--- src/verilog/hdc_settings.svh ---
`ifndef HDC_SETTINGS_SVH
`define HDC_SETTINGS_SVH

// width of one core's slice of the hypervector
`define HV_WORD_BITS 32

// cores, and output words per hypervector
`define NUM_CORES 8

// symbol width, item memory depth is 2**SYMBOL_BITS
`define SYMBOL_BITS 7

// ingress FIFO depth, also the sender's starting credits
`define IN_DEPTH 4

// credits granted by the sink after reset
`define OUT_CREDITS 2

// item rule: base + core * core_stride + symbol * item_stride
`define ITEM_BASE 33215360
`define ITEM_STRIDE 18360
`define CORE_STRIDE 1000003

`endif

--- src/verilog/hdc_pkg.sv ---
`default_nettype none

`include "hdc_settings.svh"

package hdc_pkg;

    // one core's slice of a hypervector
    typedef logic [`HV_WORD_BITS-1:0] hv_word_t;

    // item memory index
    typedef logic [`SYMBOL_BITS-1:0] symbol_t;

    // rotation amount, wraps at the word width
    typedef logic [$clog2(`HV_WORD_BITS)-1:0] position_t;

    // ingress FIFO entry
    typedef struct packed {
        symbol_t symbol;
        logic    last;
    } sym_entry_t;

endpackage

`default_nettype wire

--- src/verilog/item_memory.sv ---
`timescale 1ns/1ps
`default_nettype none

`include "hdc_settings.svh"

module item_memory import hdc_pkg::*; #(
    parameter int CORE_ID = 0
) (
    input  logic     clk,
    input  symbol_t  addr,
    output hv_word_t data
);

    localparam int ITEM_COUNT = 1 << `SYMBOL_BITS;

    hv_word_t rom [ITEM_COUNT];

    // fixed contents, every term wraps modulo 2**32
    initial begin
        for (int i = 0; i < ITEM_COUNT; i++) begin
            rom[i] = hv_word_t'(`ITEM_BASE)
                   + hv_word_t'(CORE_ID) * hv_word_t'(`CORE_STRIDE)
                   + hv_word_t'(i) * hv_word_t'(`ITEM_STRIDE);
        end
    end

    // registered read, the t+1 stage of the core
    always_ff @(posedge clk) begin
        data <= rom[addr];
    end

endmodule

`default_nettype wire

--- src/verilog/bind_core.sv ---
`timescale 1ns/1ps
`default_nettype none

module bind_core import hdc_pkg::*; #(
    parameter int CORE_ID = 0
) (
    input  logic     clk,
    input  logic     rst_n,
    input  logic     init,
    input  logic     exec,
    input  symbol_t  symbol,
    input  logic     load,
    input  logic     shift,
    input  hv_word_t chain_in,
    output hv_word_t chain_out
);

    logic      exec_d1;
    logic      exec_d2;
    logic      exec_d3;
    logic      init_d1;
    logic      init_d2;
    symbol_t   sym_d1;
    hv_word_t  item_word;
    hv_word_t  operand;
    hv_word_t  rotated;
    hv_word_t  acc;
    position_t position;
    hv_word_t  chain_reg;

    // control pipeline, exec three deep and init two deep
    always_ff @(posedge clk) begin
        if (!rst_n) begin
            exec_d1 <= 1'b0;
            exec_d2 <= 1'b0;
            exec_d3 <= 1'b0;
            init_d1 <= 1'b0;
            init_d2 <= 1'b0;
        end else begin
            exec_d1 <= exec;
            exec_d2 <= exec_d1;
            exec_d3 <= exec_d2;
            init_d1 <= init;
            init_d2 <= init_d1;
        end
    end

    always_ff @(posedge clk) begin
        sym_d1 <= symbol;
    end

    item_memory #(
        .CORE_ID (CORE_ID)
    ) u_item_memory (
        .clk  (clk),
        .addr (sym_d1),
        .data (item_word)
    );

    // operand register breaks the rom to rotator path
    always_ff @(posedge clk) begin
        if (exec_d2) begin
            operand <= item_word;
        end
    end

    // rotate right by position
    assign rotated = hv_word_t'({operand, operand} >> position);

    // init wins, clears just before the first accumulate
    always_ff @(posedge clk) begin
        if (init_d2) begin
            acc <= '0;
        end else if (exec_d3) begin
            acc <= acc ^ rotated;
        end
    end

    always_ff @(posedge clk) begin
        if (!rst_n) begin
            position <= '0;
        end else if (init_d2) begin
            position <= '0;
        end else if (exec_d3) begin
            position <= position + 1'b1;
        end
    end

    // unload chain stage
    always_ff @(posedge clk) begin
        if (load) begin
            chain_reg <= acc;
        end else if (shift) begin
            chain_reg <= chain_in;
        end
    end

    assign chain_out = chain_reg;

endmodule

`default_nettype wire

--- config.mk ---
export PLATFORM = sky130hd
export DESIGN_NAME = bind_core
export DESIGN_NICKNAME = d
export VERILOG_FILES = /design/src/verilog/hdc_pkg.sv /design/src/verilog/item_memory.sv /design/src/verilog/bind_core.sv
export VERILOG_INCLUDE_DIRS = /design/src /design/src/verilog
export SDC_FILE = /design/constraint.sdc
export NUM_CORES = 1
export LEC_CHECK = 0
export ABC_AREA = 1
export ABC_CLOCK_PERIOD_IN_PS = 4620
export BUFFER_PORTS_ARGS = -buffer_cell sky130_fd_sc_hd__buf_2
export CAP_MARGIN = 10
export CORE_MARGIN = 8
export CORE_UTILIZATION = 44
export DETAILED_ROUTE_END_ITERATION = 12
export PLACE_DENSITY = 0.66
export SLEW_MARGIN = 20
export SYNTH_ARGS = -nofsm -noshare
export SYNTH_HDL_FRONTEND = slang
export SYNTH_SLANG_ARGS = --single-unit
--- constraint.sdc ---
create_clock -name clk -period 4.62 [get_ports clk]
set_input_delay 0 -clock clk [delete_from_list [all_inputs] [get_ports clk]]
set_output_delay 0 -clock clk [all_outputs]
set_load 0.03 [all_outputs]
Yosys cells after proc, flatten, opt, wreduce, memory -nomap -nowiden
Memory sizes are Yosys's and may differ from the RTL's. A register that Yosys moved wholly into a read port is not among the register bits. Index checks and enable logic that the tools add are counted. W data, S select, Z words.

Flip-flop bits (word level): 145. ROM bits: 2944. Bits of input ports: 45. Output and inout bits: 32. Word-level logic and storage cells: 20. Memories kept: 1.

Memories: u_item_memory.rom (depth 128, width 23, read ports 1, clocked after memory_dff 1, wr ports 0, line item_memory.sv:16) `hv_word_t rom [ITEM_COUNT];`.

$add $sub $neg: 1. Shift operators: 1. Muxes and demuxes: 2. Bitwise logic cells: 2. Reductions and logical operators: 2.

Operators with widths (count): $mux W32 (2); $shr A64 B5 Y32 (1); $xor A32 B32 Y32 (1); $add A5 B1 Y5 const B (1); $reduce_bool A2 Y1 (1); $reduce_or A2 Y1 (1); $not A1 Y1 (1).

Logic depth before layout (Yosys ltp)
Depth in word-level cells: 2. Depth in mapped cells: 13. Depth with buffers taken out: 12.

Cells and area by module
Synthesis repeated with hierarchy kept, for this count alone.

Cell total of the unflattened synthesis: 1186. Area, all modules: 8250.4 um^2.

Modules (own cells, without submodules): bind_core (instances 1, cells each 842, area each 6209.7 um^2, sequential area each 2902.8 um^2); item_memory (instances 1, cells each 344, area each 2040.7 um^2, sequential area each 400.4 um^2).

Worst setup path before layout
Ideal clock, no wire load.

Path kind: register -> register. Start: register sym_d1[1]. End: register u_item_memory.data[14], read port of u_item_memory.rom. Library setup time: 0.129 ns. Data arrival time: 1.725 ns. Required time: 4.491 ns. Setup slack: 2.766 ns. Cell stages (with the launch flop): 10. Buffers on the path: 0. Clock period less this slack: 1.854 ns. Cells stage by stage: dfxtp_1 inv_1 ha_1 inv_1 nand2_1 o21ai_0 nand2_1 nand2_1 o311ai_0 nand2_1.

RTL lines: start: declaration (line bind_core.sv:23) `symbol_t sym_d1;`; start signal: assignment (line bind_core.sv:49) `sym_d1 <= symbol;`; end: declaration (line item_memory.sv:11) `output hv_word_t data`.

==> impl_metrics.toml <==
[drt]
via_per_inst = 5.357
dr_total_vias = 7071
dr.pass1.iters = 7
ant_nets = 0
routedWlPerCell_um = 14.26
drc = 0
drt-initial-drc-count = 688
routed_wl_um = 18820

[floorplan]
rows = 46
die_area_mm2 = 0.02026
die_width_um = 142.4
core-area_mm2 = 0.01577
die_h_um = 142.4
initial_core_util_pct = 44.54
io_pins = 77

[yosys]
ys_warn_count = 0
syn_avg_cell_area_um2 = 7.010
postSynth.asyncResetShare_pct = 0
netlist_area_mm2 = 0.007024
synth-seq-area-share_pct = 41.90
synth_top_area_share_pct = 22.23
syn-num-nets = 1060
ys_ff_latch = 121
synth_top_area_cell = "edfxtp_1"
synth_cell_types = 37
synth_enable_flop_cells = 52
synth_cells = 1002
netlist_top_cells_area = "edfxtp_1 (22%), dfxtp_1 (20%), nand2_1 (16%), nand3_1 (13%), nor2_1 (4.2%)"
synth_ff_type = "dfxtp_1"

[final_layout]
drive_gt1_share_pct = 12.32
nets = 1149
diodes = 0
areaGrowthSynthToFinish_pct = 20.95

[critical_path]
rrSetupSlack_ps = 2080
crit_path_frequent_cell = "nand2_1"
worst-path-stages = 7
r2r_cells = 7
crit_end = "u_item_memory.data[14]"
worstSetupPathType = "reg -> reg"
regToRegEndpoint = "u_item_memory.data[14]"
r2r_start = "sym_d1[4]"
cp-start-kind = "register"
worstSetupEndpointType = "register"
cp_cell_sequence = "inv_2, nand2_1, inv_2, nand2_1, nand2_1, o311ai_0, nand2_1"
cp_top_family = "flip-flops"
slowest_delay_ps = 880
critPathMaxFanout = 21
worstPathBufferInverterCount = 2
worst_ep_required_time_ps = 4920
slowest_stage = "dfxtp_1"
cp-startpoint = "sym_d1[4]"
crit_arrival_ps = 2840

[power_and_ir_drop]
p_comb_share_pct = 13.5
p_total_mw = 2.966
netSwitchingFraction_pct = 26.58
p_leak_nw = 3.934
internal_power_mw = 2.177
clock_power_share_pct = 44.3
netSwitchingPower_mw = 0.7884
powerDensity_mw_per_mm2 = 349.1
power_frac_seq_pct = 42.2
vdd_ir_drop_max_uv = 236.1

[global_routing]
grt_max_degree = 48
antenna_found_initial = 0
grt-ovfl-total = 0
track_usage_pct = 19.31
grt_pass1_wl_um = 31620
grt_pass1_vias = 6573

[timing]
worst_pin_slew_ps = 1008
fin_crit_ps = 2537
finalSetupViolCount = 0
slew-limit-headroom_pct = 32.74
whs_ps = 92.41
fin_crit_sh_pct = 54.92
hold_violations = 0
fin_worst_skew_ps = 19.07
maxSlewViolCount = 0
fmaxAchievable_mhz = 394.2
rsz0062_at_grt = "false"
setup_tns_ps = 0

[min_path]
min_from = "load"
hold_depth = 4
hp-class = "in -> reg"

[clock_network]
cts_resized = 0
clock-root-buffer = "clkbuf_16"
cts_setup_buffers = 0
cts_sinks = 121
cts_max_level = 4
cts_buffer_depth = 2
worstSkewPairLatency_ps = 430
cts_tree = "built"
hold_buffers = 44
clkSlewWorstSetupHoldPaths_ps = 60
cts_buffers = 17

[status]
status = "finished, final reports clean"

[placement]
gp_congestion = 0.9568
dpl.hpwl_um = 13240
numPortBuffers = 76

[run]
cap_violations = 0
## metrics by stage
step / setup WS [ps] / utilization, % / std cells / cell area (µm²)
after floorplan: 2766 / - / 1002 / 7024
after global placement: 2222 / 47.31 / 1244 / 7461
after detailed placement: 2187 / 47.31 / 1244 / 7461
after CTS: 2168 / 53.87 / 1320 / 8496
after global routing: 1899 / 53.87 / 1320 / 8496
final: 2083 / 53.87 / 1320 / 8496
## layer usage
layer  up-vias  routed length (µm)  GRT usage, %  share of wire (%)
met5         -                   0             0                  0
met4         0                 514         8.389                2.7
met3        42                1310         4.696                7.0
met2       269                8766         31.11                 47
met1      3197                8232         24.13                 44
li1       3563                   -             -                  -
## cell usage after synthesis, types with 2 or more instances
cell,number
a211oi_1,2
a21oi_1,47
a22oi_1,3
a31oi_1,5
buf_1,11
buf_2,24
buf_6,4
clkbuf_1,20
clkinv_1,3
dfxtp_1,69
edfxtp_1,52
ha_1,13
inv_1,62
inv_2,5
nand2_1,302
nand2_2,6
nand3_1,180
nand3_2,2
nand4_1,12
nor2_1,78
nor3_1,7
o211ai_1,13
o21ai_0,56
o21ai_2,3
o221ai_1,3
o22ai_1,7
o31ai_1,2
or2_2,2
## cell type report
class	count	area (µm²)
clock buffer	20	456.7
sequential	121	2943
inverter	70	262.8
timing repair buffer	129	888.4
multi-input combinational	752	3537
tap	216	270.3
fill	1561	7274
clock inverter	12	137.6
## state kept, by name, indices dropped and copies added (netlist names)
name,cells
acc,32
chain_out,32
exec_d1,1
exec_d2,1
exec_d3,1
init_d1,1
init_d2,1
operand,20
position,5
sym_d1,7
u_item_memory.data,20
## cell families after synthesis
logic type	synth area share (%)
buf+inv	7.748
fa+ha+maj	2.316
compound gates	11.90
simple gates	36.14
flops	41.90
## how the worst min path moves through the flow
stage,endpoint,slack (ps)
after floorplan,sym_d1[0],30
after global placement,sym_d1[5],100
after detailed placement,sym_d1[4],100
after CTS,chain_out[11],80
after global routing,chain_out[27],100
final,chain_out[11],90
## placed cells by master (no fill, tap or decap), types with 3 or more instances in the layout
master / instances
buf_2: 76
nand2_1: 302
a22oi_1: 3
clkinv_1: 3
ha_1: 13
buf_4: 9
o22ai_1: 7
inv_2: 5
a21oi_1: 47
o221ai_1: 3
inv_6: 4
inv_1: 62
nor3_1: 7
o21ai_2: 3
nand2_2: 6
a31oi_1: 5
edfxtp_1: 52
dlygate4sd3_1: 44
dfxtp_1: 69
o211ai_1: 13
nand3_1: 180
nand4_1: 12
o21ai_0: 56
clkbuf_16: 17
nor2_1: 78
## power by group through the flow
stage                     Clock, mW  Sequential (mW)  Combinational, mW
after global placement            0             1.27              0.368
after floorplan                   0             1.32              0.218
after detailed placement          0             1.27              0.367
after global routing           1.39             1.26              0.449
final                          1.31             1.25              0.400
after CTS                      1.35             1.25              0.398
## worst register-to-register path, stage by stage, from the launching register on
cell and delay (ps):
dfxtp_1 880, inv_2 280, nand2_1 490, inv_2 230, nand2_1 140, nand2_1 50
o311ai_0 270, nand2_1 90
Note: power is estimated with default switching activity, not from simulation.
