## config.mk

```make
export PLATFORM = sky130hd
export DESIGN_NAME = credit_fifo
export DESIGN_NICKNAME = d
export VERILOG_FILES = /design/src/verilog/credit_fifo.sv
export SDC_FILE = /design/constraint.sdc
export NUM_CORES = 1
export LEC_CHECK = 0
export ABC_AREA = 1
export BUFFER_PORTS_ARGS = -buffer_cell sky130_fd_sc_hd__buf_2
export CORE_MARGIN = 5
export CORE_UTILIZATION = 55
export CTS_CLUSTER_DIAMETER = 120
export DETAILED_ROUTE_END_ITERATION = 12
export HOLD_SLACK_MARGIN = 0.02
export PLACE_DENSITY = 0.77
export SYNTH_ARGS = -nofsm -noshare
export SYNTH_HDL_FRONTEND = slang
export SYNTH_SLANG_ARGS = --single-unit
```

## constraint.sdc

```tcl
create_clock -name clk -period 7.4 [get_ports clk]
set_input_delay 1.11 -clock clk [delete_from_list [all_inputs] [get_ports clk]]
set_output_delay 1.11 -clock clk [all_outputs]
set_load 0.01 [all_outputs]
```

## src/verilog/credit_fifo.sv

```systemverilog
`timescale 1ns/1ps
`default_nettype none

module credit_fifo #(
    parameter type entry_t = logic [31:0],
    parameter int  DEPTH   = 4
) (
    input  logic                         clk,
    input  logic                         rst_n,
    input  logic                         push,
    input  entry_t                       push_data,
    input  logic                         pop,
    output entry_t                       pop_data,
    output logic                         empty,
    output logic [$clog2(DEPTH+1)-1:0]   free_count
);

    localparam int PTR_BITS = (DEPTH > 1) ? $clog2(DEPTH) : 1;
    localparam int CNT_BITS = $clog2(DEPTH + 1);
    localparam logic [PTR_BITS-1:0] PTR_LAST = PTR_BITS'(DEPTH - 1);
    localparam logic [CNT_BITS-1:0] CNT_FULL = CNT_BITS'(DEPTH);

    entry_t mem [DEPTH];

    logic [PTR_BITS-1:0] wr_ptr;
    logic [PTR_BITS-1:0] rd_ptr;
    logic [CNT_BITS-1:0] count;
    logic                do_push;
    logic                do_pop;

    // full and empty guards, a well behaved sender never hits them
    assign do_push = push && (count != CNT_FULL);
    assign do_pop  = pop && (count != '0);

    always_ff @(posedge clk) begin
        if (do_push) begin
            mem[wr_ptr] <= push_data;
        end
    end

    always_ff @(posedge clk) begin
        if (!rst_n) begin
            wr_ptr <= '0;
            rd_ptr <= '0;
            count  <= '0;
        end else begin
            if (do_push) begin
                wr_ptr <= (wr_ptr == PTR_LAST) ? '0 : wr_ptr + 1'b1;
            end
            if (do_pop) begin
                rd_ptr <= (rd_ptr == PTR_LAST) ? '0 : rd_ptr + 1'b1;
            end
            count <= count + CNT_BITS'(do_push) - CNT_BITS'(do_pop);
        end
    end

    // show-ahead head, valid whenever not empty
    assign pop_data   = mem[rd_ptr];
    assign empty      = (count == '0);
    assign free_count = CNT_FULL - count;

endmodule

`default_nettype wire

```

# Word level (Yosys, flattened, before mapping)

Memories as Yosys holds them, arrays and structs flattened. A register that Yosys moved wholly into a read port is not among the register bits.
Cells that the tools add are included.

Output and inout port bits: 36
Memories kept: 1
Bits of input ports: 36
Logic and storage cells: 22
Flip-flop bits (word level): 7
Bits in read-only memories: 0
RAM bits: 128
Latch bits: 0

Shifts and indexed selects: 0
Add/subtract/negate cells: 5
Muxes and demuxes: 6
Divide/modulo/power cells: 0
Bitwise operators: 0
$lt $le $gt $ge: 0
Multipliers: 0
Equality and inequality tests: 3
Reductions and logical operators: 4

Memory list:

| name | words | width | rd ports | clocked after memory_dff | wr ports | line | source |
|---|---|---|---|---|---|---|---|
| mem  | 4     | 32    | 1        | 1                        | 1        | 23   | `entry_t mem [DEPTH];` |

Operators by type and width:

| operator              | number |
|---|---|
| $mux W2               | 4 |
| $add A2 B1 Y2 const B | 2 |
| $eq A2 B2 Y1 const B  | 2 |
| $add A3 B1 Y3         | 1 |
| $logic_not A3 Y1      | 1 |
| $ne A3 B3 Y1 const B  | 1 |
| $reduce_bool A3 Y1    | 1 |
| $sub A3 B1 Y3         | 1 |
| $sub A3 B3 Y3 const A | 1 |
| $logic_and A1 B1 Y1   | 2 |
| $mux W1               | 2 |

# Logic depth before layout (Yosys ltp)

Gate-level depths: netlist of the first run.

Depth after elaboration: 4
Depth in mapped cells: 13
Gate-level depth less buffers: 13

# Worst setup path after synthesis of the first run

Ideal clock, no wire load.

Path kind: in2reg
Start: input push
End: memory mem[0][0] in the netlist's numbering (enable)
Path buffers: 0
Setup time: 0.421 ns
Cell stages on the path: 2
Setup slack: 4.342 ns
Required time: 6.979 ns
Arrival: 2.637 ns
Cells stage by stage: nand2_1 -> nor2_1

Longest elaborated chain between the ends: 3

Ends and longest elaborated chain:

| element                       | line | source |
|---|---|---|
| start: declaration            | 10   | `input logic push,` |
| $logic_and A1 B1 Y1           | 32   | `assign do_push = push && (count != CNT_FULL);` |
| $mux W1                       | 36   | `if (do_push) begin` |
| $mux W1 (implied by the code) | 37   | `mem[wr_ptr] <= push_data;` |
| end: declaration              | 23   |  |

No other way between the ends.

==> flow_summary.json, run 1 <==
{
  "syn-num-nets": 456,
  "layout.cells.non_filler": 623,
  "placedCellCount": 591,
  "final-seq-area_mm2": 0.004025,
  "synth.distinct_cells": 16,
  "p_seq_frac": 0.406,
  "power.internal_mw": 1.662,
  "worst_slack_ns": 4.118,
  "grt_pass1_wl_um": 15700,
  "dpl_worst_slack_ns": 4.565,
  "layout_min_cycle_time_ns": 3.282,
  "rsz0062_at_grt": "false",
  "post_cts_buffers": 0,
  "syn-cell-area_mm2": 0.005310,
  "clock_latency_ns": 0.51,
  "p_leak_nw": 2.357,
  "vias": 3238,
  "grt_max_degree": 66,
  "place_area_mm2": 0.005756,
  "syn_to_final_growth_pct": 19.18,
  "synth_seq_area_share": 0.7578,
  "period_share": 0.4436,
  "r2r_setup_slack_ns": 4.92,
  "slew_headroom": 0.2890,
  "p_switching_mw": 0.7308,
  "grt_usage": 0.1801,
  "fin_area_mm2": 0.006329,
  "synth_cells": 410,
  "path_clk_slew_ns": 0.06,
  "coreArea_mm2": 0.009328,
  "peakVddDrop_mv": 0.2612,
  "p_comb_frac": 0.255,
  "drive_gt1_frac": 0.2166,
  "io_pins": 72,
  "die_h_um": 108.3,
  "gp_congestion": 0.7154,
  "wire_per_inst_um": 15.72,
  "arrival_ns": 2.17,
  "worstSetupPathType": "reg -> out",
  "grt_antenna_before_repair": 0,
  "drt-total-wl_um": 9795,
  "yosysWarnings": 0,
  "maxCapViolCount": 0,
  "setup.worst_path.start_class": "flop",
  "ys_ff_latch": 137,
  "synth.area.top_cells": "edfxtp_1 (72%), nor2_1 (7.6%), o21ai_0 (5.1%)",
  "drc": 0,
  "worst_clock_skew_ns": 0.006275,
  "tns_ns": 0,
  "slew_violations": 0,
  "finalPower_mw": 2.393,
  "tightest_slew_ns": 1.064,
  "portBuffers": 71,
  "postRouteAntennaNets": 0,
  "switching_share": 0.3054,
  "synth.top_cell.area_share": 0.7238,
  "crit_required_ns": 6.29,
  "final_core_util": 0.6785,
  "p_clk_frac": 0.338,
  "vias_per_cell": 5.197,
  "dieWidth_um": 108.3,
  "endpoint_kind": "output port",
  "nFillCells": 678,
  "multi_input_area_mm2": 0.001127,
  "htree_num_levels": 4,
  "setup_viol": 0,
  "clkSinkCount": 137,
  "gr-total-overflow": 0,
  "diodes": 0,
  "cts_tree": "built",
  "start_util": 0.5693,
  "syn_avg_cell_area_um2": 12.95,
  "final_hold_viol_count": 0,
  "final_nets": 527,
  "cts_max_path_buffers": 2,
  "row_count": 35,
  "maxClockFrequency_mhz": 304.7,
  "ctsHoldBuffers": 0,
  "cts_root_buffer": "clkbuf_8",
  "hp-class": "reg -> reg",
  "fin_hold_ws_ns": 0.5565,
  "grt_pass1_vias": 3259,
  "cts_buffers": 17,
  "yosys.area.top_type": "edfxtp_1",
  "p_per_area_mw_per_mm2": 378.1,
  "drt_pass1_iterations": 4,
  "crit_fanout": 62,
  "post-dp-hpwl_um": 5483,
  "drtIter0Drc": 222,
  "die-area_mm2": 0.01172,
  "outcome": "complete, no violations",
  "cts-resized-gates": 0
}
==> layer usage <==
layer	vias to the layer above	part of all wire	track usage
met5	-	0	0
met4	0	0.0087	0.06763
met3	7	0.063	0.05194
met2	100	0.53	0.3082
met1	1541	0.40	0.2174
li1	1590	-	-
==> Yosys cell counts (all sizes together) <==
master / count
a21oi: 4
buf: 12
clkbuf: 8
dfxtp: 9
edfxtp: 128
fa: 1
ha: 9
inv: 21
nand2: 10
nand3: 1
nor2: 107
o21ai: 100
==> worst max-delay path: stages (launching register included) <==
cell     delay, ns
dfxtp_1       0.33
inv_2         0.69
o21ai_0       0.23
o21ai_1       0.24
buf_2         0.17
==> worst paths after layout <==
path              cells past startpoint       from            to
setup / recovery                      4       flop  pop_data[17]
hold / removal                        2  wr_ptr[1]     wr_ptr[1]
setup reg to reg                      6   count[1]     mem[0][4]
hold reg to reg                       2  wr_ptr[1]     wr_ptr[1]
==> cell usage in the layout, fill, tap and decap left out <==
cell        netlist  layout
clkinvlp_4        0       1
a21oi_1           4       4
nand3_1           1       1
buf_2             7      71
dfxtp_2           0       1
inv_6             0       2
clkinv_1          0       2
bufinv_16         0       3
inv_1            19      19
clkbuf_16         0      16
clkinv_2          0       4
nor2_4            0       4
clkbuf_8          0       1
o21ai_0          54      54
clkbuf_1          8       2
buf_4             3       1
edfxtp_1        128     128
clkinv_4          0       1
dfxtp_1           9       8
inv_2             2       2
o21ai_1          46      46
nand2_1          10      10
nor2_1          107     103
fa_1              1       1
ha_1              9       9
==> final cells by class <==
cell class / count / share of cell area
flip-flops and latches: 137 / 0.6360
multi-input cells: 232 / 0.1781
clock buffers: 19 / 0.06663
repair buffers: 72 / 0.05733
well taps: 129 / 0.02550
clock inverters: 13 / 0.02392
inverters: 21 / 0.01246
==> power groups by stage <==
stage | clock network (mW) | registers, mW | logic, mW
final | 0.810 | 0.972 | 0.611
after detailed placement | 0 | 0.987 | 0.621
after floorplan | 0 | 0.982 | 0.408
after CTS | 0.819 | 0.973 | 0.626
after global placement | 0 | 0.983 | 0.600
after global routing | 0.855 | 0.979 | 0.696
==> registers in the layout, indices dropped and copies added, names as in the netlist, named ones only <==
| register | count |
|---|---|
| mem | 128 |
| rd_ptr | 2 |
| wr_ptr | 2 |
| count | 3 |
==> kinds of logic (layout without fill, tap and decap cells) <==
logic type / count (synthesis) / count (layout) / synth area share
AND/OR/NAND/NOR: 118 / 118 / 0.08365
buffers and inverters: 41 / 125 / 0.03558
flip-flops: 137 / 137 / 0.7578
AO/OA/AOI/OAI: 104 / 104 / 0.09802
adder cells (fa/ha/maj): 10 / 10 / 0.02498
No activity file was read; power rests on OpenSTA's default activity.
==> run 2, diff against run 1 <==
- ABC_AREA: 1 -> 0
- clock period: 7.4 -> 3.29 ns (I/O delays scaled with it)
==> run 2 against run 1 <==
  * Via count is 27% lower
  * Combinational power is 51% higher
  * Clock power is 93% higher
  * First-iteration DRC count is 53% lower
  * Critical path depth is 1 lower
  * Sequential power is 130% higher
  * Largest cell class unchanged
  * Highest routed layer unchanged
==> flow_summary.json, run 2 <==
{
  "synth_cells": 219,
  "synthMuxAreaShare": 0.1483,
  "ys_ff_latch": 137,
  "period_share": 0.8038,
  "synth_simple_gate_area_frac": 0.02077,
  "crit_fanout": 21,
  "cts_max_path_buffers": 2,
  "synth.distinct_cells": 18,
  "synth_seq_area_share": 0.7768,
  "post-dp-hpwl_um": 5430,
  "crit_required_ns": 2.80,
  "final_nets": 353,
  "synth.top_cell.area_share": 0.7420,
  "worst_clock_skew_ns": 0.006791,
  "cp_cell_sequence": "buf_12 -> mux4_1 -> buf_2",
  "drive_gt1_frac": 0.4451,
  "layout.cells.non_filler": 430,
  "synthAdderAreaFrac": 0.02560,
  "post_cts_buffers": 0,
  "tightest_slew_ns": 0.8652,
  "worstSetupPathType": "reg -> out",
  "setup.worst_path.start_class": "flop",
  "outcome": "complete, no violations",
  "synth.area.top_cells": "edfxtp_1 (74%), mux4_2 (13%), dfxtp_1 (3.5%)",
  "gr-total-overflow": 0,
  "arrival_ns": 2.15,
  "tns_ns": 0,
  "diodes": 0,
  "p_per_area_mw_per_mm2": 764.8,
  "reg_top3": "mem x128, count x3",
  "mostFrequentLayoutCells": "edfxtp_1 (128), buf_2 (71), mux4_2 (30)",
  "drc": 0,
  "wire_per_inst_um": 19.97,
  "io_pins": 72,
  "cts_root_buffer": "clkbuf_8",
  "synth-compound-area-share": 0,
  "grt_antenna_before_repair": 0,
  "largest-register": "mem",
  "largest_reg_flops": 128,
  "cts_buffers": 17,
  "synth-main-ff-cell": "edfxtp_1",
  "placedCellCount": 399,
  "p_leak_nw": 2.152,
  "r2r_setup_slack_ns": 0.84,
  "htree_num_levels": 4,
  "maxClockFrequency_mhz": 378.2,
  "syn_to_final_growth_pct": 18.67,
  "yosys.area.top_type": "edfxtp_1",
  "syn-num-nets": 265,
  "clock_latency_ns": 0.49,
  "syn-cell-area_mm2": 0.005180,
  "maxCapViolCount": 0,
  "die-area_mm2": 0.01146,
  "yosysWarnings": 0,
  "slew_violations": 0,
  "setup_viol": 0,
  "layout_min_cycle_time_ns": 2.644,
  "peakVddDrop_mv": 0.4329,
  "async_flop_share": 0,
  "cts_tree": "built",
  "gp_congestion": 0.6862,
  "synth-edff-count": 128,
  "dpl_worst_slack_ns": 0.8126,
  "row_count": 35,
  "slew_headroom": 0.4232,
  "grt_usage": 0.1632,
  "cp_slowest_cell": "dfxtp_2",
  "drtIter0Drc": 105,
  "dieWidth_um": 107.0,
  "portBuffers": 71,
  "synth_top_family_by_area": "multiplexers",
  "synth-xor-area-share": 0.005072,
  "ctsHoldBuffers": 0,
  "rsz0062_at_grt": "false",
  "drt_pass1_iterations": 6,
  "grt_pass1_wl_um": 13740,
  "worst_slack_ns": 0.6456,
  "coreArea_mm2": 0.009196,
  "yosysMostFrequentCell": "edfxtp_1",
  "vias_per_cell": 5.470,
  "grt_pass1_vias": 2563,
  "clkSinkCount": 137,
  "die_h_um": 107.0,
  "layout_commonest_cell": "edfxtp_1",
  "ys_top_cells_by_count": "edfxtp_1 (128), mux4_2 (30), dfxtp_1 (9), ha_1 (9), nor2b_1 (8)",
  "final_hold_viol_count": 0,
  "postRouteAntennaNets": 0,
  "hp-class": "in -> reg",
  "path_clk_slew_ns": 0.06,
  "start_util": 0.5633,
  "drt-total-wl_um": 8586,
  "grt_max_degree": 33,
  "place_area_mm2": 0.005648,
  "final_core_util": 0.6684,
  "fin_area_mm2": 0.006147,
  "vias": 2352,
  "slowest_delay_ns": 0.62,
  "syn_avg_cell_area_um2": 23.65,
  "endpoint_kind": "output port",
  "cts-resized-gates": 0
}
==> run 2: per-layer routing <==
| layer | wire length [um] | global-route usage | share of wire | up-vias |
|---|---|---|---|---|
| met5 | 0 | 0 | 0 | - |
| met4 | 85 | 0.05205 | 0.0099 | 0 |
| met3 | 397 | 0.03853 | 0.046 | 8 |
| met2 | 4379 | 0.2708 | 0.51 | 63 |
| met1 | 3723 | 0.2154 | 0.43 | 1206 |
| li1 | - | - | - | 1075 |
==> run 2: cells by family after synthesis <==
logic type,count (synthesis)
adder cells (fa/ha/maj),10
AND/OR/NAND/NOR,18
XOR/XNOR,3
buffers and inverters,15
flip-flops,137
multiplexers,36
==> run 2: critical path, delay by kind of cell, from the launching register on <==
| kind | cells | cell delay (ns) |
|---|---|---|
| mux | 1 | 0.60 |
| buf+inv | 2 | 0.43 |
| flops | 1 | 0.62 |
==> run 2: layout make-up <==
type | instances | area, um2
clock buffer | 18 | 417.9
clock inverter | 13 | 81.33
fill | 589 | 3049
inverter | 6 | 22.52
multi-input combinational | 67 | 1040
sequential | 137 | 4026
tap | 111 | 138.9
timing repair buffer | 78 | 420.4
==> run 2: report_power, final <==
part,internal (mW),switching [mW],total [mW]
registers,2.11,0.108,2.22
logic,0.473,0.453,0.925
clock network,0.911,0.650,1.56
==> run 2: worst paths after layout <==
| kind | start | end | cells past startpoint |
|---|---|---|---|
| min | push_data[30] | mem[2][30] | 1 |
| max | flop | pop_data[22] | 3 |
| min reg2reg | rd_ptr[1] | flop | 2 |
| max reg2reg | count[1] | mem[1][1] | 6 |
==> run 2: per-stage QoR <==
step                      hold WS, ns  power (mW)
final                          0.2152       4.701
after global placement         0.5347       3.177
after detailed placement       0.5443       3.200
after CTS                      0.1859       4.768
after global routing           0.1942       4.945
after floorplan                0.5071       2.888
