--- src/verilog/hdc_settings.svh ---
`ifndef HDC_SETTINGS_SVH
`define HDC_SETTINGS_SVH

// width of one core's slice of the hypervector
`define HV_WORD_BITS 32

// cores, and output words per hypervector
`define NUM_CORES 8

// symbol width, item memory depth is 2**SYMBOL_BITS
`define SYMBOL_BITS 7

// ingress FIFO depth, also the sender's starting credits
`define IN_DEPTH 4

// credits granted by the sink after reset
`define OUT_CREDITS 2

// item rule: base + core * core_stride + symbol * item_stride
`define ITEM_BASE 33215360
`define ITEM_STRIDE 18360
`define CORE_STRIDE 1000003

`endif

--- src/verilog/hdc_pkg.sv ---
`default_nettype none

`include "hdc_settings.svh"

package hdc_pkg;

    // one core's slice of a hypervector
    typedef logic [`HV_WORD_BITS-1:0] hv_word_t;

    // item memory index
    typedef logic [`SYMBOL_BITS-1:0] symbol_t;

    // rotation amount, wraps at the word width
    typedef logic [$clog2(`HV_WORD_BITS)-1:0] position_t;

    // ingress FIFO entry
    typedef struct packed {
        symbol_t symbol;
        logic    last;
    } sym_entry_t;

endpackage

`default_nettype wire

--- src/verilog/encode_sequencer.sv ---
`timescale 1ns/1ps
`default_nettype none

`include "hdc_settings.svh"

module encode_sequencer import hdc_pkg::*; #(
    parameter int OUT_DEPTH = 16
) (
    input  logic                             clk,
    input  logic                             rst_n,
    input  logic                             in_empty,
    input  sym_entry_t                       in_entry,
    output logic                             in_pop,
    output logic                             in_credit,
    output logic                             init,
    output logic                             exec,
    output symbol_t                          symbol,
    output logic                             load,
    output logic                             shift,
    input  logic [$clog2(OUT_DEPTH+1)-1:0]   out_free,
    input  logic                             out_empty,
    output logic                             out_push,
    output logic                             out_pop,
    output logic                             out_valid,
    input  logic                             out_credit
);

    localparam int FREE_BITS  = $clog2(OUT_DEPTH + 1);
    localparam int CRED_BITS  = $clog2(`OUT_CREDITS + 1);
    localparam int SHIFT_BITS = ($clog2(`NUM_CORES) > 0) ? $clog2(`NUM_CORES) : 1;

    localparam logic [1:0]            DRAIN_LAST = 2'd3;
    localparam logic [SHIFT_BITS-1:0] SHIFT_LAST = SHIFT_BITS'(`NUM_CORES - 1);
    localparam logic [FREE_BITS-1:0]  HV_WORDS   = FREE_BITS'(`NUM_CORES);
    localparam logic [CRED_BITS-1:0]  CRED_INIT  = CRED_BITS'(`OUT_CREDITS);

    logic                  first_sym;
    logic                  load_pending;
    logic [1:0]            drain_cnt;
    logic                  unloading;
    logic [SHIFT_BITS-1:0] shift_cnt;
    logic [CRED_BITS-1:0]  out_credits;

    // pops stop from the last symbol until its load goes out
    assign in_pop = !in_empty && !load_pending;
    assign exec   = in_pop;
    assign init   = in_pop && first_sym;
    assign symbol = in_entry.symbol;

    // wait for the final accumulate, a free chain and room for a whole hypervector
    assign load = load_pending && (drain_cnt == DRAIN_LAST) && !unloading
                  && (out_free >= HV_WORDS);

    assign shift    = unloading;
    assign out_push = shift;

    // egress pops only against a held credit
    assign out_pop   = !out_empty && (out_credits != '0);
    assign out_valid = out_pop;

    always_ff @(posedge clk) begin
        if (!rst_n) begin
            first_sym <= 1'b1;
        end else if (in_pop) begin
            first_sym <= in_entry.last;
        end
    end

    // drain counter, the final accumulate lands at the end of t+3
    always_ff @(posedge clk) begin
        if (!rst_n) begin
            load_pending <= 1'b0;
            drain_cnt    <= '0;
        end else if (in_pop && in_entry.last) begin
            load_pending <= 1'b1;
            drain_cnt    <= '0;
        end else if (load) begin
            load_pending <= 1'b0;
        end else if (load_pending && (drain_cnt != DRAIN_LAST)) begin
            drain_cnt <= drain_cnt + 1'b1;
        end
    end

    // NUM_CORES shifts per hypervector
    always_ff @(posedge clk) begin
        if (!rst_n) begin
            unloading <= 1'b0;
            shift_cnt <= '0;
        end else if (load) begin
            unloading <= 1'b1;
            shift_cnt <= '0;
        end else if (unloading) begin
            if (shift_cnt == SHIFT_LAST) begin
                unloading <= 1'b0;
            end else begin
                shift_cnt <= shift_cnt + 1'b1;
            end
        end
    end

    always_ff @(posedge clk) begin
        if (!rst_n) begin
            out_credits <= CRED_INIT;
        end else begin
            out_credits <= out_credits + CRED_BITS'(out_credit) - CRED_BITS'(out_pop);
        end
    end

    // one credit back per ingress pop
    always_ff @(posedge clk) begin
        if (!rst_n) begin
            in_credit <= 1'b0;
        end else begin
            in_credit <= in_pop;
        end
    end

endmodule

`default_nettype wire

--- config.mk ---
export PLATFORM = sky130hd
export DESIGN_NAME = encode_sequencer
export DESIGN_NICKNAME = d
export VERILOG_FILES = /design/src/verilog/hdc_pkg.sv /design/src/verilog/encode_sequencer.sv
export VERILOG_INCLUDE_DIRS = /design/src /design/src/verilog
export SDC_FILE = /design/constraint.sdc
export NUM_CORES = 1
export LEC_CHECK = 0
export BUFFER_PORTS_ARGS = -buffer_cell sky130_fd_sc_hd__buf_2
export CAP_MARGIN = 30
export CORE_MARGIN = 3
export CORE_UTILIZATION = 37
export CTS_CLUSTER_SIZE = 40
export DETAILED_ROUTE_END_ITERATION = 10
export GPL_TIMING_DRIVEN = 0
export MAX_ROUTING_LAYER = met4
export PLACE_DENSITY = 0.79
export SETUP_SLACK_MARGIN = 0.4
export SLEW_MARGIN = 5
export SYNTH_ARGS = -nofsm -noshare
export SYNTH_HDL_FRONTEND = slang
export SYNTH_SLANG_ARGS = --single-unit
--- constraint.sdc ---
create_clock -name clk -period 1.4 [get_ports clk]
set_input_delay 0.28 -clock clk [delete_from_list [all_inputs] [get_ports clk]]
set_output_delay 0.28 -clock clk [all_outputs]
set_load 0.05 [all_outputs]
# Yosys cells after proc, flatten, opt, wreduce, memory -nomap -nowiden
# Cells that the tools add are included.
# classes
reduce_logical	18
n_addsub	4
n_bitwise	3
eq_ne	3
magnitude_cmp	1
muxes	5
# ops
operator	n
logical AND 1 bit	8
>= comparator 5 x 4 -> 1 bit, second input constant	1
two-way mux 1 bit	5
zero test 1 bit	4
AND reduction 2 bit	2
nonzero test 2 bit	2
OR reduction 2 bit	2
adder 3 x 1 -> 3 bit, second input constant	1
== test 3 bit, second input constant	1
NOT 1 bit	3
adder 2 x 1 -> 2 bit	1
adder 2 x 1 -> 2 bit, second input constant	1
== test 2 bit, second input constant	1
inequality test 2 bit, second input constant	1
subtractor 2 x 1 -> 2 bit	1
# totals
word_cells	41
ff_bits	11
out_inout_bits	16

# Depth between registers and ports, before layout
# logic_depth
ltp_word	6
ltp_mapped	8
mapped_depth_nobuf	8

# Least setup slack after synthesis
# No wires, ideal clock.
# synth_timing
kind	reg2reg
start	register out_credits[1]
end	register out_credits[1]
setup_slack_ns	-0.693
required_ns	1.285
synth_period_minus_slack_ns	2.093
t_arrival_ns	1.978
stages_incl_launch_ff	9
path_cell_list	dfxtp_1 -> nor2_1 -> nor2_1 -> ha_1 -> inv_1 -> ha_1 -> xor2_1 -> xnor2_1 -> nand2_1
# synth_between
elab_chain_len	3
# synth_lines
element	line_no	rtl
from (decl)	encode_sequencer.sv:42	logic [CRED_BITS-1:0] out_credits;
from (signal assigned)	encode_sequencer.sv:105	out_credits <= out_credits + CRED_BITS'(out_credit) - CRED_BITS'(out_pop);
nonzero test 2 bit	encode_sequencer.sv:58	assign out_pop = !out_empty && (out_credits != '0);
logical AND 1 bit	encode_sequencer.sv:58	
named net out_pop	encode_sequencer.sv:23	output logic out_pop,
subtractor 2 x 1 -> 2 bit	encode_sequencer.sv:105	
# The timed path passes the listed nets, and every way through them passes these cells.
# A chain may end at the register's enable or synchronous reset.

# Worst setup path in the final report
# layout_timing
start	register out_credits[0]
end	register out_credits[1]
# layout_between
elab_chain_len	3
# layout_lines
element	line_no
parallel branches: the longest is 2 deep, another holds adder 2 x 1 -> 2 bit	--
subtractor 2 x 1 -> 2 bit *	encode_sequencer.sv:105
# Every way passes the cells marked *.

==> impl_metrics.prom <==
# TYPE chip_impl_metric gauge
chip_impl_metric{name="h_tree_levels",unit=""} 1
chip_impl_metric{name="clock.fmax",unit="MHz"} 684
chip_impl_metric{name="fin_tns_setup",unit="ns"} -0.133
chip_impl_info{name="grt_setup_unrepaired",value="true"} 1
chip_impl_metric{name="post_synth.cell_area_avg",unit="sq um"} 9.51
chip_impl_metric{name="antenna_diode_count",unit=""} 0
chip_impl_info{name="synthDominantAreaCellType",value="sky130_fd_sc_hd__dfxtp_1"} 1
chip_impl_info{name="top_cells_by_area_synth",value="sky130_fd_sc_hd__dfxtp_1 (37%), sky130_fd_sc_hd__buf_4 (13%), sky130_fd_sc_hd__ha_1 (11%)"} 1
chip_impl_metric{name="initial_antenna_violation_count",unit=""} 0
chip_impl_info{name="crit_type",value="reg -> reg"} 1
chip_impl_metric{name="grt.total_usage",unit=""} 0.153
chip_impl_metric{name="max_stage_delay",unit="ns"} 0.34
chip_impl_metric{name="floorplan.initialDensity",unit=""} 0.421
chip_impl_metric{name="syn_inst",unit=""} 62
chip_impl_metric{name="drt-total-wl",unit="um"} 1590
chip_impl_metric{name="final_hold_viol_count",unit=""} 0
chip_impl_metric{name="drt.antenna.violating_nets",unit=""} 0
chip_impl_metric{name="num_vias",unit=""} 542
chip_impl_metric{name="power.switching_fraction",unit=""} 0.382
chip_impl_metric{name="numCtsBuffers",unit=""} 3
chip_impl_metric{name="synth_compound_gate_area_share",unit=""} 0.0955
chip_impl_metric{name="clock_tree.buffer_depth",unit=""} 2
chip_impl_info{name="crit-reg2reg-launch",value="out_credits[0]"} 1
chip_impl_metric{name="synth_edf_count",unit=""} 0
chip_impl_info{name="mostFrequentLayoutCell",value="sky130_fd_sc_hd__buf_2"} 1
chip_impl_info{name="min-delay-start",value="rst_n"} 1
chip_impl_info{name="worst_setup_path_startpoint",value="out_credits[0]"} 1
chip_impl_info{name="synth_top_family_by_area",value="simple AND/OR/NAND/NOR gates"} 1
chip_impl_info{name="setup.worst_path.end_class",value="register"} 1
chip_impl_metric{name="power.ir.vdd_worst",unit="mV"} 0.707
chip_impl_info{name="cell_at_the_slowest_stage_of_the_critical_path",value="sky130_fd_sc_hd__dfxtp_2"} 1
chip_impl_metric{name="share_comb_of_total_power",unit=""} 0.501
chip_impl_metric{name="postSynthRegisterBits",unit=""} 11
chip_impl_metric{name="synth-adder-area-share",unit=""} 0.106
chip_impl_metric{name="place_congestion",unit=""} 0.666
chip_impl_metric{name="first_pass_grt_wire_length",unit="um"} 2180
chip_impl_metric{name="cts.clk_slew.worst_paths",unit="ns"} 0.08
chip_impl_metric{name="proportion_of_synthesized_chip_area_in_sequential_cells",unit=""} 0.374
chip_impl_metric{name="crit_path_depth",unit=""} 8
chip_impl_metric{name="clock_power_share",unit=""} 0.180
chip_impl_info{name="startpoint_type",value="register"} 1
chip_impl_metric{name="part_of_the_power_in_registers",unit=""} 0.319
chip_impl_metric{name="hpwl",unit="um"} 870
chip_impl_metric{name="worst_hold_path.num_cells",unit=""} 2
chip_impl_metric{name="largest_net_degree_at_the_start_of_global_routing",unit=""} 9
chip_impl_metric{name="postSynth.asyncResetShare",unit=""} 0
chip_impl_metric{name="setup_slack",unit="ns"} -0.0617
chip_impl_info{name="dominantRegCellSynth",value="sky130_fd_sc_hd__dfxtp_1"} 1
chip_impl_metric{name="p_leak",unit="nW"} 0.467
chip_impl_metric{name="final_max_slew_viol_count",unit=""} 0
chip_impl_metric{name="synth_area",unit="sq um"} 589
chip_impl_info{name="hold_class",value="in -> reg"} 1
chip_impl_metric{name="drtIter0Drc",unit=""} 4
chip_impl_metric{name="share_of_final_layout_standard_cells_stronger_than_drive_strength_1",unit=""} 0.747
chip_impl_metric{name="post_synth_mux_area_share",unit=""} 0.0340
chip_impl_info{name="violations_in_the_final_reports",value="setup timing"} 1
chip_impl_info{name="layout.cells.most_common_list",value="sky130_fd_sc_hd__buf_2 (14), sky130_fd_sc_hd__buf_4 (12), sky130_fd_sc_hd__buf_6 (9)"} 1
chip_impl_metric{name="finish.utilization",unit=""} 0.773
chip_impl_metric{name="detailedRoute.firstPassIterationCount",unit=""} 3
chip_impl_metric{name="synth_warnings",unit=""} 0
chip_impl_info{name="clock-root-buffer",value="sky130_fd_sc_hd__clkbuf_4"} 1
chip_impl_metric{name="area_share_of_and_or_nand_nor_cells_after_synthesis",unit=""} 0.185
chip_impl_metric{name="fp-row-count",unit=""} 13
chip_impl_metric{name="via_count_of_the_first_global_routing_pass",unit=""} 532
chip_impl_metric{name="dieArea",unit="sq mm"} 0.00211
chip_impl_metric{name="insertion_delay",unit="ns"} 0.27
chip_impl_info{name="tritoncts_clock_tree",value="done"} 1
chip_impl_metric{name="cell_internal_pwr",unit="uW"} 753
chip_impl_metric{name="drv.max_cap_violation_count",unit=""} 0
chip_impl_info{name="outcome",value="complete, but fails checks"} 1
chip_impl_metric{name="yosysUniqueCellTypes",unit=""} 21
chip_impl_metric{name="grt-ovfl-total",unit=""} 0
chip_impl_metric{name="timing.final.setup_violations",unit=""} 3
chip_impl_info{name="crit_chain",value="nor2_4, nor2_4, ha_4, inv_2, ha_4, xor2_2, xnor2_1, nand2_1"} 1
chip_impl_metric{name="die_w",unit="um"} 45.9
chip_impl_metric{name="post-route-min-period",unit="ns"} 1.46
chip_impl_metric{name="clock-sinks",unit=""} 11
chip_impl_metric{name="crit_path_max_fanout",unit=""} 3
chip_impl_metric{name="timing.final.crit_share",unit=""} 1.04
chip_impl_metric{name="dieHeight",unit="um"} 45.9
chip_impl_metric{name="finalClockSkew",unit="ns"} 0.00978
chip_impl_metric{name="area_delta_synth_final",unit="%"} 83.4
chip_impl_metric{name="maxSlewHeadroom",unit=""} 0.679
chip_impl_metric{name="via_per_inst",unit=""} 4.75
chip_impl_metric{name="timing_worst_slew_pin_value",unit="ns"} 0.480
chip_impl_metric{name="fillCellCount",unit=""} 75
chip_impl_metric{name="core_area",unit="sq mm"} 0.00140
chip_impl_metric{name="reg2regPathDepth",unit=""} 8
chip_impl_metric{name="io_pins",unit=""} 34
chip_impl_metric{name="detail_route.wl_per_cell",unit="um"} 13.9
chip_impl_metric{name="cp.required",unit="ns"} 1.56
chip_impl_metric{name="mappedNetlistNets",unit=""} 85
chip_impl_metric{name="synthXorXnorAreaFrac",unit=""} 0.0594
chip_impl_metric{name="port_buffers",unit=""} 23
chip_impl_info{name="critical_path.top_delay_family",value="adder cells"} 1
chip_impl_metric{name="timing.critical_path.buf_inv",unit=""} 1
chip_impl_metric{name="arrival_time_of_the_worst_setup_path",unit="ns"} 1.62
chip_impl_metric{name="drt_drc_violations_left",unit=""} 0
chip_impl_metric{name="final_total_power",unit="mW"} 1.22
chip_impl_metric{name="power_per_cell_area",unit="mW/mm^2"} 1130
chip_impl_metric{name="finish.net_count",unit=""} 123
chip_impl_metric{name="synth_largest_type_area_fraction",unit=""} 0.374
chip_impl_metric{name="p_sw",unit="uW"} 465
area by class of cell:
class,count,area [sq um],share of cell area
timing repair buffer,33,295,0.273
clock buffer,4,26.3,0.0243
inverter,3,11.3,0.0104
buffer,10,86.3,0.0799
sequential,11,239,0.221
tap,15,18.8,0.0174
multi-input combinational,38,404,0.374
power by group through the flow:
stage	sequential, mW	combinational, mW	clock, mW
floorplan	0.389	0.309	0
global placement	0.387	0.372	0
detailed placement	0.387	0.386	0
CTS	0.386	0.539	0.225
global route	0.392	0.638	0.243
finish	0.388	0.610	0.220
cells by family after synthesis:
| group | count (synthesis) |
|---|---|
| xor gates and xnor gates | 4 |
| adders and majority gates | 5 |
| muxes | 2 |
| DFF | 11 |
| buffers and inverters | 13 |
| and+or+nand+nor | 20 |
| AOI/OAI and AO/OA | 7 |
registers in the layout, indices dropped and copies added, names as in the netlist:
signal	count
first_sym	1
out_push	1
shift_cnt	3
drain_cnt	2
out_credits	2
in_credit	1
load_pending	1
per-stage QoR:
step	hold WS (ns)	setup slack [ns]	instances	instance area, sq um
2_1_floorplan	0.342	-0.191	62	678
3_3_place_gp	0.482	-0.0510	100	812
3_5_place_dp	0.490	-0.0991	100	812
4_1_cts	0.264	-0.0402	110	1010
5_1_grt	0.261	-0.118	114	1080
6_report	0.268	-0.0617	114	1080
per-layer routing:
| layer | vias up | track usage | part of all wire |
|---|---|---|---|
| li1 | 266 | - | - |
| met1 | 249 | 0.156 | 0.34 |
| met2 | 27 | 0.272 | 0.59 |
| met3 | 0 | 0.0593 | 0.071 |
| met4 | 0 | 0.0341 | 0 |
| met5 | - | - | 0 |
synthesized netlist by cell type (2+ instances only):
library cell               n
sky130_fd_sc_hd__mux2i_1   2
sky130_fd_sc_hd__o21ai_0   3
sky130_fd_sc_hd__ha_1      5
sky130_fd_sc_hd__dfxtp_1  11
sky130_fd_sc_hd__nand2_1   3
sky130_fd_sc_hd__xnor2_1   3
sky130_fd_sc_hd__buf_4    10
sky130_fd_sc_hd__inv_1     3
sky130_fd_sc_hd__and2_1    3
sky130_fd_sc_hd__nor2_1    8
final timing paths:
check | slack, ns | endpoint
min | 0.27 | out_credits[1]
min reg2reg | 0.51 | drain_cnt[1]
max | -0.06 | out_credits[1]
max reg2reg | -0.06 | out_credits[1]
timing repair:
item / CTS / global route
resized for setup: 34 / 12
hold buffers: 0 / 0
pin swaps: 11 / 11
endpoints found under the setup margin: 17 / 19
buffers inserted: 6 / 4
(Power assumes the default switching activity.)
